`src/dma_pkg.sv`:
```
/*
 * Shared definitions for the DMA initiator response path.
 * Holds flit and packet field positions, type codes, widths, Wishbone
 * burst codes and the handler state encoding. Modules import it in their body.
 */
package dma_pkg;

  ////////////////////////////////////////
  // Flit format
  ////////////////////////////////////////

  // Two flit type bits sit above a 32 bit content word
  localparam int flit_width    = 34;
  localparam int content_width = 32;
  localparam int flit_type_lsb = 32;
  localparam int flit_type_msb = 33;

  typedef logic [flit_width-1:0] flit_t;

  localparam logic [1:0] flit_type_payload = 2'b00;
  localparam logic [1:0] flit_type_first   = 2'b01;
  localparam logic [1:0] flit_type_last    = 2'b10;
  localparam logic [1:0] flit_type_single  = 2'b11;

  ////////////////////////////////////////
  // Header fields of a response packet
  ////////////////////////////////////////

  localparam int packet_type_lsb  = 12;
  localparam int packet_type_msb  = 13;
  localparam int packet_id_lsb    = 0;
  localparam int packet_id_msb    = 1;
  localparam int packet_resp_last = 2;

  localparam logic [1:0] packet_type_l2r_resp = 2'b10;
  localparam logic [1:0] packet_type_r2l_resp = 2'b11;

  // Transfer table slots
  localparam int table_entries   = 4;
  localparam int table_ptr_width = $clog2(table_entries);

  // Largest packet, also the depth of the packet buffer
  localparam int noc_packet_size = 16;
  localparam int fifo_ptr_width  = $clog2(noc_packet_size);
  localparam int fifo_cnt_width  = fifo_ptr_width + 1;

  ////////////////////////////////////////
  // Wishbone burst
  ////////////////////////////////////////

  // Address step per word, also one select bit per byte
  localparam int word_bytes = 4;

  localparam logic [2:0] cti_incr   = 3'b010;
  localparam logic [2:0] cti_end    = 3'b111;
  localparam logic [1:0] bte_linear = 2'b00;

  // Response handler states
  typedef enum logic [1:0] {
    st_idle     = 2'b00,
    st_get_addr = 2'b01,
    st_data     = 2'b10,
    st_get_size = 2'b11
  } handler_state_t;

  // True for the flit that closes a packet
  function automatic logic flit_is_end(flit_t flit);
    return (flit[flit_type_msb:flit_type_lsb] == flit_type_last) ||
           (flit[flit_type_msb:flit_type_lsb] == flit_type_single);
  endfunction

endpackage

```
`src/dma_initiator_resp.sv`:
```
/*
 * Response path of the DMA initiator.
 * NoC response flits pass through a packet buffer into the response handler,
 * which writes read data over Wishbone and reports finished transfers.
 */
`timescale 1ns/100ps

module dma_initiator_resp (
  input  logic                                clk,
  input  logic                                rst,

  // NoC response input
  input  dma_pkg::flit_t                      noc_in_flit_i,
  input  logic                                noc_in_valid_i,
  output logic                                noc_in_ready_o,

  // Wishbone master
  output logic [dma_pkg::content_width-1:0]   wb_adr_o,
  output logic [dma_pkg::content_width-1:0]   wb_dat_o,
  output logic [dma_pkg::word_bytes-1:0]      wb_sel_o,
  output logic                                wb_we_o,
  output logic                                wb_cyc_o,
  output logic                                wb_stb_o,
  output logic [2:0]                          wb_cti_o,
  output logic [1:0]                          wb_bte_o,
  input  logic                                wb_ack_i,

  // Completion towards the transfer table
  output logic [dma_pkg::table_ptr_width-1:0] done_pos_o,
  output logic                                done_en_o
);

  import dma_pkg::*;

  // Whole packets only, from buffer to handler
  flit_t buf_flit;
  logic  buf_valid;
  logic  buf_ready;

  dma_packet_buffer buffer_i (
    .clk         (clk),
    .rst         (rst),
    .in_flit_i   (noc_in_flit_i),
    .in_valid_i  (noc_in_valid_i),
    .in_ready_o  (noc_in_ready_o),
    .out_flit_o  (buf_flit),
    .out_valid_o (buf_valid),
    .out_ready_i (buf_ready)
  );

  dma_response_handler handler_i (
    .clk         (clk),
    .rst         (rst),
    .buf_flit_i  (buf_flit),
    .buf_valid_i (buf_valid),
    .buf_ready_o (buf_ready),
    .wb_adr_o    (wb_adr_o),
    .wb_dat_o    (wb_dat_o),
    .wb_sel_o    (wb_sel_o),
    .wb_we_o     (wb_we_o),
    .wb_cyc_o    (wb_cyc_o),
    .wb_stb_o    (wb_stb_o),
    .wb_cti_o    (wb_cti_o),
    .wb_bte_o    (wb_bte_o),
    .wb_ack_i    (wb_ack_i),
    .done_pos_o  (done_pos_o),
    .done_en_o   (done_en_o)
  );

endmodule

```
`src/dma_packet_buffer.sv`:
```
/*
 * Store-and-forward flit FIFO between the NoC input and the response handler.
 * Flits are released only once the whole packet sits in the FIFO, so the
 * handler never stalls the NoC in the middle of a packet.
 */
`timescale 1ns/100ps

module dma_packet_buffer (
  input  logic           clk,
  input  logic           rst,

  // Flits from the NoC
  input  dma_pkg::flit_t in_flit_i,
  input  logic           in_valid_i,
  output logic           in_ready_o,

  // Flits towards the response handler
  output dma_pkg::flit_t out_flit_o,
  output logic           out_valid_o,
  input  logic           out_ready_i
);

  import dma_pkg::*;

  ////////////////////////////////////////
  // Storage and pointers
  ////////////////////////////////////////

  flit_t                     mem [noc_packet_size];
  logic [fifo_ptr_width-1:0] wr_ptr;
  logic [fifo_ptr_width-1:0] rd_ptr;
  logic [fifo_cnt_width-1:0] flit_cnt;

  // Complete packets held, counted by their closing flit
  logic [fifo_cnt_width-1:0] pkt_cnt;

  logic push;
  logic pop;
  logic push_end;
  logic pop_end;

  ////////////////////////////////////////
  // Handshakes
  ////////////////////////////////////////

  // Back-pressure the NoC only when every slot is taken
  assign in_ready_o = (flit_cnt != fifo_cnt_width'(noc_packet_size));

  // Head flit comes straight out of the array
  assign out_flit_o = mem[rd_ptr];

  // Registered count, so the closing flit is always stored a cycle earlier
  assign out_valid_o = (pkt_cnt != '0);

  assign push = in_valid_i & in_ready_o;
  assign pop  = out_valid_o & out_ready_i;

  assign push_end = push & flit_is_end(in_flit_i);
  assign pop_end  = pop & flit_is_end(out_flit_o);

  ////////////////////////////////////////
  // Array write
  ////////////////////////////////////////

  always_ff @(posedge clk) begin
    if (push) begin
      mem[wr_ptr] <= in_flit_i;
    end
  end

  ////////////////////////////////////////
  // Pointer and counter update
  ////////////////////////////////////////

  always_ff @(posedge clk) begin
    if (rst) begin
      wr_ptr   <= '0;
      rd_ptr   <= '0;
      flit_cnt <= '0;
      pkt_cnt  <= '0;
    end else begin
      // Depth is a power of two so pointers wrap by themselves
      if (push) begin
        wr_ptr <= wr_ptr + 1'b1;
      end
      if (pop) begin
        rd_ptr <= rd_ptr + 1'b1;
      end

      // Flit fill level
      case ({push, pop})
        2'b10:   flit_cnt <= flit_cnt + 1'b1;
        2'b01:   flit_cnt <= flit_cnt - 1'b1;
        default: flit_cnt <= flit_cnt;
      endcase

      // A packet written and another drained in one cycle cancel out
      case ({push_end, pop_end})
        2'b10:   pkt_cnt <= pkt_cnt + 1'b1;
        2'b01:   pkt_cnt <= pkt_cnt - 1'b1;
        default: pkt_cnt <= pkt_cnt;
      endcase
    end
  end

endmodule

```
`src/dma_response_handler.sv`:
```
/*
 * Decodes response packets from the packet buffer.
 * Completions pulse done with their table slot. Read responses are written
 * to local memory as a Wishbone incrementing burst, then done is pulsed
 * when the response's last packet has been written.
 */
`timescale 1ns/100ps

module dma_response_handler (
  input  logic                                clk,
  input  logic                                rst,

  // Head of the packet buffer
  input  dma_pkg::flit_t                      buf_flit_i,
  input  logic                                buf_valid_i,
  output logic                                buf_ready_o,

  // Wishbone master, write bursts only
  output logic [dma_pkg::content_width-1:0]   wb_adr_o,
  output logic [dma_pkg::content_width-1:0]   wb_dat_o,
  output logic [dma_pkg::word_bytes-1:0]      wb_sel_o,
  output logic                                wb_we_o,
  output logic                                wb_cyc_o,
  output logic                                wb_stb_o,
  output logic [2:0]                          wb_cti_o,
  output logic [1:0]                          wb_bte_o,
  input  logic                                wb_ack_i,

  // Transfer completion
  output logic [dma_pkg::table_ptr_width-1:0] done_pos_o,
  output logic                                done_en_o
);

  import dma_pkg::*;

  ////////////////////////////////////////
  // State and latched header fields
  ////////////////////////////////////////

  handler_state_t state;
  handler_state_t nxt_state;

  // Burst address that steps one word per ack
  logic [content_width-1:0] resp_addr;
  logic [content_width-1:0] nxt_resp_addr;

  // Slot id and resp-last flag of the packet in flight
  logic [table_ptr_width-1:0] resp_id;
  logic [table_ptr_width-1:0] nxt_resp_id;
  logic                       resp_last;
  logic                       nxt_resp_last;

  ////////////////////////////////////////
  // Header decode of the buffer head
  ////////////////////////////////////////

  logic [1:0]                 hdr_type;
  logic [table_ptr_width-1:0] hdr_id;
  logic                       hdr_last;
  logic                       beat_last;

  assign hdr_type = buf_flit_i[packet_type_msb:packet_type_lsb];
  assign hdr_id   = buf_flit_i[packet_id_msb:packet_id_lsb];
  assign hdr_last = buf_flit_i[packet_resp_last];

  // Closing flit of the packet is the final beat of the burst
  assign beat_last = flit_is_end(buf_flit_i);

  // Data beat taken straight from the buffer head
  assign wb_adr_o = resp_addr;
  assign wb_dat_o = buf_flit_i[content_width-1:0];

  // Full word writes in linear bursts
  assign wb_sel_o = '1;
  assign wb_bte_o = bte_linear;

  ////////////////////////////////////////
  // Next state and bus outputs
  ////////////////////////////////////////

  always_comb begin
    // Hold everything by default
    nxt_state     = state;
    nxt_resp_addr = resp_addr;
    nxt_resp_id   = resp_id;
    nxt_resp_last = resp_last;

    buf_ready_o = 1'b0;
    wb_cyc_o    = 1'b0;
    wb_stb_o    = 1'b0;
    wb_we_o     = 1'b0;
    wb_cti_o    = 3'b000;
    done_en_o   = 1'b0;
    done_pos_o  = '0;

    case (state)
      st_idle: begin
        // Header is always consumed in one cycle
        buf_ready_o = 1'b1;
        if (buf_valid_i) begin
          nxt_resp_id   = hdr_id;
          nxt_resp_last = hdr_last;
          if (hdr_type == packet_type_l2r_resp) begin
            // Single flit completion
            done_en_o  = 1'b1;
            done_pos_o = hdr_id;
          end else if (hdr_type == packet_type_r2l_resp) begin
            nxt_state = st_get_size;
          end
          // Unknown packet classes are dropped here
        end
      end

      st_get_size: begin
        // Size flit carries nothing the burst needs
        buf_ready_o = 1'b1;
        if (buf_valid_i) begin
          nxt_state = st_get_addr;
        end
      end

      st_get_addr: begin
        buf_ready_o = 1'b1;
        if (buf_valid_i) begin
          nxt_resp_addr = buf_flit_i[content_width-1:0];
          nxt_state     = st_data;
        end
      end

      st_data: begin
        wb_cyc_o = 1'b1;
        wb_stb_o = 1'b1;
        wb_we_o  = 1'b1;
        wb_cti_o = beat_last ? cti_end : cti_incr;
        // Flit leaves the buffer only with the ack
        if (wb_ack_i) begin
          buf_ready_o   = 1'b1;
          nxt_resp_addr = resp_addr + content_width'(word_bytes);
          if (beat_last) begin
            nxt_state = st_idle;
            if (resp_last) begin
              done_en_o  = 1'b1;
              done_pos_o = resp_id;
            end
          end
        end
      end

      default: begin
        nxt_state = st_idle;
      end
    endcase
  end

  ////////////////////////////////////////
  // Registers
  ////////////////////////////////////////

  always_ff @(posedge clk) begin
    if (rst) begin
      state <= st_idle;
    end else begin
      state <= nxt_state;
    end
  end

  // Burst address and latched header fields
  always_ff @(posedge clk) begin
    resp_addr <= nxt_resp_addr;
    resp_id   <= nxt_resp_id;
    resp_last <= nxt_resp_last;
  end

endmodule

```
`config.mk`:
```
export PLATFORM = sky130hd
export DESIGN_NAME = dma_initiator_resp
export DESIGN_NICKNAME = d
export VERILOG_FILES = /design/src/dma_pkg.sv /design/src/dma_initiator_resp.sv /design/src/dma_packet_buffer.sv /design/src/dma_response_handler.sv
export SDC_FILE = /design/constraint.sdc
export NUM_CORES = 1
export LEC_CHECK = 0
export BUFFER_PORTS_ARGS = -buffer_cell sky130_fd_sc_hd__buf_2
export CAP_MARGIN = 0
export CORE_MARGIN = 2
export CORE_UTILIZATION = 55
export CTS_BUF_LIST = sky130_fd_sc_hd__clkbuf_8 sky130_fd_sc_hd__clkbuf_16
export DETAILED_ROUTE_END_ITERATION = 6
export PLACE_DENSITY = 0.84
export SLEW_MARGIN = 20
export SYNTH_ARGS = -nofsm -noshare
export SYNTH_HDL_FRONTEND = slang
export SYNTH_SLANG_ARGS = --single-unit
```
`constraint.sdc`:
```
create_clock -name clk -period 3.7 [get_ports clk]
set_input_delay 0.37 -clock clk [delete_from_list [all_inputs] [get_ports clk]]
set_output_delay 0.37 -clock clk [all_outputs]
set_load 0.005 [all_outputs]
```
## Word level (Yosys, flattened, before mapping)

Memory sizes are Yosys's and may differ from the RTL's. A register that Yosys moved wholly into a read port is not among the register bits.
Cells that the tools add are included.

- Reductions and logical operators: 11
- Equal/unequal tests: 21
- Multiplexer cells: 34
- Bitwise operators: 4
- Add/sub/neg operators: 7

Operator list:

| kind | count |
|---|---|
| $mux 32 | 2 |
| $pmux 32 s2 | 1 |
| $add 32x3->32 const B | 1 |
| $mux 2 | 12 |
| $eq 2x2->1 const B | 10 |
| $pmux 5 s2 | 2 |
| $add 5x1->5 const B | 2 |
| $ne 2x2->1 const B | 5 |
| $sub 5x1->5 const B | 2 |
| $mux 1 | 9 |
| $add 4x1->4 const B | 2 |
| $mux 4 | 2 |
| $pmux 2 s4 | 1 |
| $reduce_and 7->1 | 1 |
| $eq 2x1->1 const B | 3 |
| $mux 3 | 2 |
| $reduce_bool 2->1 | 3 |
| $ne 5x5->1 const B | 1 |
| $reduce_bool 5->1 | 1 |
| $and 1x1->1 | 4 |
| $ne 2x1->1 const B | 2 |
| $pmux 1 s2 | 2 |
| $pmux 2 s2 | 1 |
| $reduce_and 3->1 | 1 |
| other kinds (4) | 5 |

- Memories: 1
- Register bits: 55
- Output and inout bits: 80
- Bits in writable memories: 544
- Input bits: 38

Memories:

| name | words | width | rd ports | clocked after memory_dff | wr ports | RTL line | text |
|---|---|---|---|---|---|---|---|
| buffer_i.mem | 16 | 34 | 1 | 1 | 1 | dma_packet_buffer.sv:29 | `flit_t mem [noc_packet_size];` |

## Logic depth before layout (Yosys ltp)

Gate-level depths: netlist of the first run.

- Word-level depth: 7
- Gate-level depth with buffers: 16
- Mapped depth without buffers: 13

## Cells and area by module

A second synthesis of the first run with hierarchy kept.

- Cell total of the unflattened synthesis: 1266
- Area, all modules: 24243.3 um^2

Modules (own cells, without submodules):

| module | cells each | area each (um^2) | times used | seq. area each (um^2) |
|---|---|---|---|---|
| dma_packet_buffer | 993 | 21643.3 | 1 | 16776.1 |
| dma_response_handler | 273 | 2600.0 | 1 | 1091.0 |

## Worst setup path after synthesis of the first run

No wires, ideal clock.

- Path kind: reg-to-reg
- Start point: register buffer_i.flit_cnt[0]
- End point: memory buffer_i.mem[3][0] (netlist bit), enable pin
- Period minus slack after synthesis: 3930 ps
- Arrival: 3465 ps
- Buffers on the path: 0
- Data required time: 3236 ps
- Cell stages (with the launch flop): 5
- Setup time: 464 ps
- Setup slack: -230 ps
- Path through: dfxtp_1 > nor4_1 > a21boi_1 > nand2_1 > nor3_1

- Word-level cells in the longest chain between the ends: 4

Ends and longest elaborated chain:

| element | RTL line | text |
|---|---|---|
| start, declared | dma_packet_buffer.sv:32 | `logic [fifo_cnt_width-1:0] flit_cnt;` |
| start signal, assigned | dma_packet_buffer.sv:92 | `2'b10: flit_cnt <= flit_cnt + 1'b1;` |
| start signal, assigned | dma_packet_buffer.sv:93 | `2'b01: flit_cnt <= flit_cnt - 1'b1;` |
| start signal, assigned | dma_packet_buffer.sv:94 | `default: flit_cnt <= flit_cnt;` |
| $ne 5x5->1 | dma_packet_buffer.sv:47 | `assign in_ready_o = (flit_cnt != fifo_cnt_width'(noc_packet_size));` |
| $and 1x1->1 | dma_packet_buffer.sv:55 | `assign push = in_valid_i & in_ready_o;` |
| $mux 1 | dma_packet_buffer.sv:66 | `if (push) begin` |
| $mux 1 (implied by the code) | dma_packet_buffer.sv:67 | `mem[wr_ptr] <= in_flit_i;` |
| end, declared | dma_packet_buffer.sv:29 |  |

Every way passes these cells.

==> results of run 1 <==
## what timing repair did
| action | CTS | global route |
|---|---|---|
| setup buffers | 0 | 0 |
| endpoints found under the setup margin | 6 | 2 |
| gates resized for setup | 2 | 2 |
## Yosys cell counts, drive strengths merged, types with 3 or more instances
library cell / number
edfxtp: 563
mux4: 162
nand2: 50
nor2: 44
buf: 37
o21ai: 31
clkbuf: 30
xnor2: 25
dfxtp: 24
ha: 18
xor2: 16
nor3: 13
inv: 12
nand3: 10
a21oi: 9
nand4: 9
and2: 8
nor4: 8
mux2i: 5
a21boi: 4
a21o: 4
mux2: 4
nand2b: 4
nor2b: 4
o211ai: 4
or3: 4
a22oi: 3
and4: 3
o21a: 3
or2: 3
or4: 3
## worst reg2reg max path, stage by stage (launching register included)
cell	delay, ns
dfxtp_2	0.42
mux4_2	0.54
mux2_2	0.32
mux2_4	0.29
and2_1	0.18
ha_1	0.20
xor2_1	0.15
ha_1	0.20
a21boi_0	0.18
o221ai_1	0.16
a21o_1	0.20
a21oi_1	0.15
mux2_2	0.35
## metal layers
layer / part of all wire, % / vias to the layer above
li1: - / 4943
met1: 37 / 6247
met2: 51 / 667
met3: 8.9 / 108
met4: 3.0 / 8
met5: 0.079 / -
## per-stage QoR
step | util (%) | setup slack, ns
3_3_place_gp | 59.3 | 0.265
5_1_grt | 63.7 | 0.00489
3_5_place_dp | 59.3 | 0.297
2_1_floorplan | - | 0.208
4_1_cts | 63.7 | 0.0256
6_report | 63.7 | 0.158
## flip-flops by register name (all words and copies together) (netlist names), named ones only
name / count
buffer_i.wr_ptr: 4
handler_i.state: 2
buffer_i.flit_cnt: 5
buffer_i.pkt_cnt: 5
buffer_i.mem: 528
handler_i.wb_adr_o: 32
handler_i.resp_id: 2
buffer_i.rd_ptr: 4
handler_i.resp_last: 1
## layout make-up
class,count,area [um^2]
flip-flops and latches,587,17400
fillers,2638,15200
multi-input cells,471,5740
clock buffers,61,1480
repair buffers,158,1020
well taps,539,674
clock inverters,45,362
inverters,13,48.8
diodes,1,2.50
## cells by family (layout without fill, tap and decap cells)
| kind of cell | Yosys count | after routing | synth area share, % |
|---|---|---|---|
| DFF | 587 | 587 | 74.3 |
| muxes | 171 | 171 | 16.0 |
| and+or+nand+nor | 167 | 167 | 3.42 |
| buffers and inverters | 80 | 277 | 1.90 |
| AOI/OAI and AO/OA | 67 | 67 | 1.75 |
| xor gates and xnor gates | 41 | 41 | 1.53 |
| adders and majority gates | 19 | 19 | 1.05 |
| other | 2 | 7 | 0.0321 |
## power groups by stage
stage	Clock (mW)	Sequential, mW	Combinational (mW)
after CTS	5.75	8.02	4.23
after global placement	0	8.11	4.05
after floorplan	0	8.09	2.94
after detailed placement	0	8.14	4.15
after global routing	5.99	8.06	4.50
final	5.70	8.02	4.19
## worst max path at each step
stage | start | cells past startpoint | slack [ns] | end
global route | register | 5 | 0.005 | done_pos_o[0]
global placement | register | 12 | 0.26 | buffer_i.pkt_cnt[4]
detailed placement | register | 12 | 0.30 | buffer_i.pkt_cnt[4]
finish | register | 5 | 0.16 | done_pos_o[0]
CTS | register | 5 | 0.03 | done_pos_o[0]
floorplan | register | 14 | 0.21 | buffer_i.pkt_cnt[4]
==> reports/qor.yml, run 1 <==
placed_design:
  place_inst: 1768
  dp_hpwl_um: 30200
  gp_congestion: 0.758
  port_buffers: 110
  place_area_mm2: 0.0249
floorplan:
  io_pins: 118
  start_util_pct: 55.8
  coreArea_mm2: 0.0419
  die_height_um: 210
  rows: 75
  fp.dieArea_mm2: 0.0442
  die_w_um: 210
detailed_routing:
  via_per_inst: 6.39
  via_count: 12000
  drt_wl_total_um: 54500
  antenna_left: 0
  drt_iter0_markers: 1304
  drc: 0
  wire_per_inst_um: 29.1
  drtPass1Iterations: 5
clock_tree:
  cts_tree: "done"
  h-tree-depth: 2
  root_buffer: "clkbuf_16"
  ctsHoldBuffers: 0
  clock_latency_ns: 0.61
  cts.clk_slew.worst_paths_ns: 0.07
  clock_sinks: 587
  numCtsBuffers: 56
  clock_path_buffers: 3
synthesis:
  yosys.area.top_type: "edfxtp_1"
  synthTopCellsByArea: "edfxtp_1 72%, mux4_2 15%, dfxtp_1 2.1%"
  yosysUniqueCellTypes: 54
  syn_area_mm2: 0.0234
  synth.avg_cell_area_um2: 20.6
  synth_ff_type: "edfxtp_1"
  synthCells: 1134
  ys_ff_latch: 587
  ys_warn_count: 0
  synthArstFlopShare_pct: 0
  synth_top_area_share_pct: 72.2
  synth-seq-area-share_pct: 74.3
  synth_edf_count: 563
layout:
  drive_gt1_share_pct: 32.4
  instances_no_fill: 1875
  layout_common_cells: "563 x edfxtp_1, 160 x mux4_2, 110 x buf_2"
  mostFrequentLayoutCell: "edfxtp_1"
  syn2layout_area_growth_pct: 14.2
  layout.nets: 1344
  fin_area_mm2: 0.0267
global_routing:
  first_global_vias: 12500
  overflow: 0
  grt_antenna_before_repair: 5
  grtUsageMet3_pct: 4.74
  grt_pass1_wl_um: 80500
  grt_max_degree: 104
  use_met1_pct: 33.2
  grtUsageMet2_pct: 43.3
  globalRouteTotalUtil_pct: 25.3
  busiest_layer: "met2"
timing:
  post-route-min-period_ns: 3.54
  slew_violations: 0
  fin_tns_setup_ns: 0
  rsz0062_at_grt: "false"
  post-route-period-util_pct: 95.7
  holdWs_ns: 0.140
  setup_violations: 0
  hold_viol_final: 0
  fmax_mhz: 282
  fin_skew_ns: 0.0182
  tightest_slew_ns: 0.912
  relSlewSlack_pct: 39.0
worst_setup_path:
  cp_num_buf_inv: 2
  regToRegSetupSlack_ns: 0.24
  crit_type: "register to output port"
  path_delay_family: "multiplexers"
  critPathSlowestCell: "mux4_2"
  startpoint_type: "register"
  arrival_ns: 3.17
  worst-path-max-fanout: 52
  crit_path_frequent_cell: "mux4_2"
  path_cells: "clkbuf_8 > mux4_2 > mux4_2 > a32o_1 > buf_2"
  crit_path_end_kind: "output port"
  critPathMaxStageDelay_ns: 0.59
  worstPathRequired_ns: 3.33
  reg2reg_to: "buffer_i.pkt_cnt[4]"
  ff2ff_path_depth: 12
power:
  combPwrFrac_pct: 23.4
  p_total_mw: 17.9
  swShare_pct: 27.5
  p_clk_share_pct: 31.8
  p_switching_mw: 4.92
  p_seq_share_pct: 44.8
  ir_drop_v: 0.000460
  intPower_mw: 13.0
  p_leak_nw: 8.61
  p_per_area_mw_per_mm2: 670
outcome:
  outcome: "finished clean"
job:
  maxCapViolCount: 0
min_path:
  whs_path_depth: 1
  hold_end: "buffer_i.mem[11][17]"
  hold_path_class: "input port to register"
  hp-start: "noc_in_flit_i[17]"
No activity file was read; power rests on OpenSTA's default activity.
==> run 2: changes to the inputs <==
--- a/config.mk
+++ b/config.mk
@@ -7,7 +7,7 @@
 export LEC_CHECK = 0
 export BUFFER_PORTS_ARGS = -buffer_cell sky130_fd_sc_hd__buf_2
 export CAP_MARGIN = 0
-export CORE_MARGIN = 2
+export CORE_MARGIN = 8
 export CORE_UTILIZATION = 55
 export CTS_BUF_LIST = sky130_fd_sc_hd__clkbuf_8 sky130_fd_sc_hd__clkbuf_16
 export DETAILED_ROUTE_END_ITERATION = 6
==> reports/qor.yml, run 2 (synthesized netlist as in run 1, its figures left out) <==
detailed_routing:
  via_count: 12000  # about the same
  wire_per_inst_um: 29.3  # was 29.1 um
  drtPass1Iterations: 5  # unchanged
  drc: 0  # unchanged
  drt_wl_total_um: 54800  # was 54500 um
  antenna_left: 0  # unchanged
  drt_iter0_markers: 1469  # was 1304
  via_per_inst: 6.41  # was 6.39
clock_tree:
  root_buffer: "clkbuf_16"  # unchanged
  cts_setup_buffers: 0  # unchanged
  numCtsBuffers: 56  # unchanged
  clock_path_buffers: 3  # unchanged
  cts_tree: "done"  # unchanged
  clock_latency_ns: 0.61  # about the same
  cts.clk_slew.worst_paths_ns: 0.06  # was 0.07 ns
  h-tree-depth: 2  # unchanged
  clock_sinks: 587  # unchanged
job:
  maxCapViolCount: 0  # unchanged
timing:
  hold_viol_final: 0  # unchanged
  holdWs_ns: 0.138  # was 0.140 ns
  worst_slack_ns: 0.203  # was 0.158 ns
  slew_violations: 0  # unchanged
  post-route-min-period_ns: 3.50  # was 3.54 ns
  relSlewSlack_pct: 33.8  # was 39.0%
  post-route-period-util_pct: 94.5  # was 95.7%
  fin_skew_ns: 0.0110  # was 0.0182 ns
  rsz0062_at_grt: "false"  # unchanged
  fin_tns_setup_ns: 0  # unchanged
  fmax_mhz: 286  # was 282 MHz
  tightest_slew_ns: 0.993  # was 0.912 ns
  setup_violations: 0  # unchanged
floorplan:
  fp.dieArea_mm2: 0.0494  # was 0.0442 mm^2
  die_height_um: 222  # was 210 um
  die_w_um: 222  # was 210 um
  rows: 75  # unchanged
  coreArea_mm2: 0.0419  # unchanged
  io_pins: 118  # unchanged
  start_util_pct: 55.8  # unchanged
min_path:
  hold_path_class: "input port to register"  # unchanged
  whs_path_depth: 1  # unchanged
placed_design:
  place_area_mm2: 0.0249  # about the same
  post-place-ws_ns: 0.277  # was 0.297 ns
  place_inst: 1764  # was 1768
  dp_hpwl_um: 30900  # was 30200 um
  port_buffers: 110  # unchanged
  gp_congestion: 0.749  # was 0.758
worst_setup_path:
  startpoint_type: "register"  # unchanged
  worstPathRequired_ns: 3.33  # about the same
  critPathSlowestCell: "mux4_1"  # was mux4_2
  worst-path-max-fanout: 50  # was 52
  crit_path_end_kind: "output port"  # unchanged
  critPathMaxStageDelay_ns: 0.61  # was 0.59 ns
  arrival_ns: 3.13  # was 3.17 ns
  ff2ff_path_depth: 12  # unchanged
  crit_type: "register to output port"  # unchanged
  path_cells: "buf_16 > mux4_1 > o22ai_1 > or3_1 > inv_2 > and3_1 > a32o_1 > buf_2"  # was clkbuf_8 > mux4_2 > mux4_2 > a32o_1 > buf_2
power:
  p_leak_nw: 8.63  # was 8.61 nW
  p_per_area_mw_per_mm2: 676  # was 670 mW/mm^2
  ir_drop_v: 0.000525  # was 0.000460 V
layout:
  instances_no_fill: 1871  # was 1875
  largest_register: "buffer_i.mem"  # unchanged
  layout_common_cells: "563 x edfxtp_1, 160 x mux4_2, 110 x buf_2"  # unchanged
  largest_reg_flops: 528  # unchanged
  mostFrequentLayoutCell: "edfxtp_1"  # unchanged
  fillers: 2670  # was 2638
  layout.nets: 1341  # was 1344
  syn2layout_area_growth_pct: 14.3  # was 14.2%
  fin_area_mm2: 0.0268  # was 0.0267 mm^2
  drive_gt1_share_pct: 31.4  # was 32.4%
global_routing:
  grt_antenna_before_repair: 6  # was 5
  first_global_vias: 12500  # about the same
  overflow: 0  # unchanged
  grt_max_degree: 69  # was 104
  globalRouteTotalUtil_pct: 22.3  # was 25.3%
  grt_pass1_wl_um: 81200  # was 80500 um
outcome:
  outcome: "finished clean"  # unchanged
==> run 2: final cells by class <==
cell class / count / area, um^2 / share of cell area (%)
Antenna cell: 3 / 7.51 / 0.0281
Clock buffer: 57 / 1430 / 5.33
Clock inverter: 46 / 432 / 1.61
Inverter: 13 / 48.8 / 0.182
Multi-Input combinational cell: 471 / 5740 / 21.4
Sequential cell: 587 / 17400 / 65.0
Tap cell: 539 / 674 / 2.52
Timing Repair Buffer: 155 / 1040 / 3.88
==> run 2: layer usage <==
layer	track usage [%]	share of wire [%]	vias up
met1	28.9	37	6217
met5	0	0.024	-
met4	7.31	2.7	2
li1	-	-	4947
met2	37.7	51	719
met3	4.47	9.6	110
==> run 2: worst paths after layout <==
check | startpoint | to | slack [ns]
worst max register to register | register | buffer_i.pkt_cnt[4] | 0.24
worst max-delay path | register | done_pos_o[0] | 0.20
worst min register to register | buffer_i.flit_cnt[4] | buffer_i.flit_cnt[4] | 0.50
worst min-delay path | noc_in_flit_i[18] | buffer_i.mem[12][18] | 0.14
==> run 2: report_power, final <==
part	internal, mW	switching (mW)	leakage (nW)
sequential	7.77	0.277	5.29
combinational	2.02	2.23	2.38
clock	3.40	2.39	0.952
total	13.2	4.90	8.63
==> run 2: through the flow <==
stage          total power, mW  utilization, %
2_1_floorplan             11.0               -
3_3_place_gp              12.2            59.2
3_5_place_dp              12.4            59.2
4_1_cts                   18.2            63.8
5_1_grt                   18.8            63.8
6_report                  18.1            63.8
==> run 2: worst max-delay path: cells and delay by family, from the launching register on <==
| family | cells | cell delay [ns] |
|---|---|---|
| muxes | 1 | 0.61 |
| and+or+nand+nor | 2 | 0.46 |
| AOI/OAI and AO/OA | 2 | 0.45 |
| DFF | 1 | 0.43 |
| buffers and inverters | 3 | 0.53 |
==> run 2: timing repair <==
item,in CTS,in global routing
setup endpoints to repair,3,0
resized for setup,2,0
hold buffers,0,0
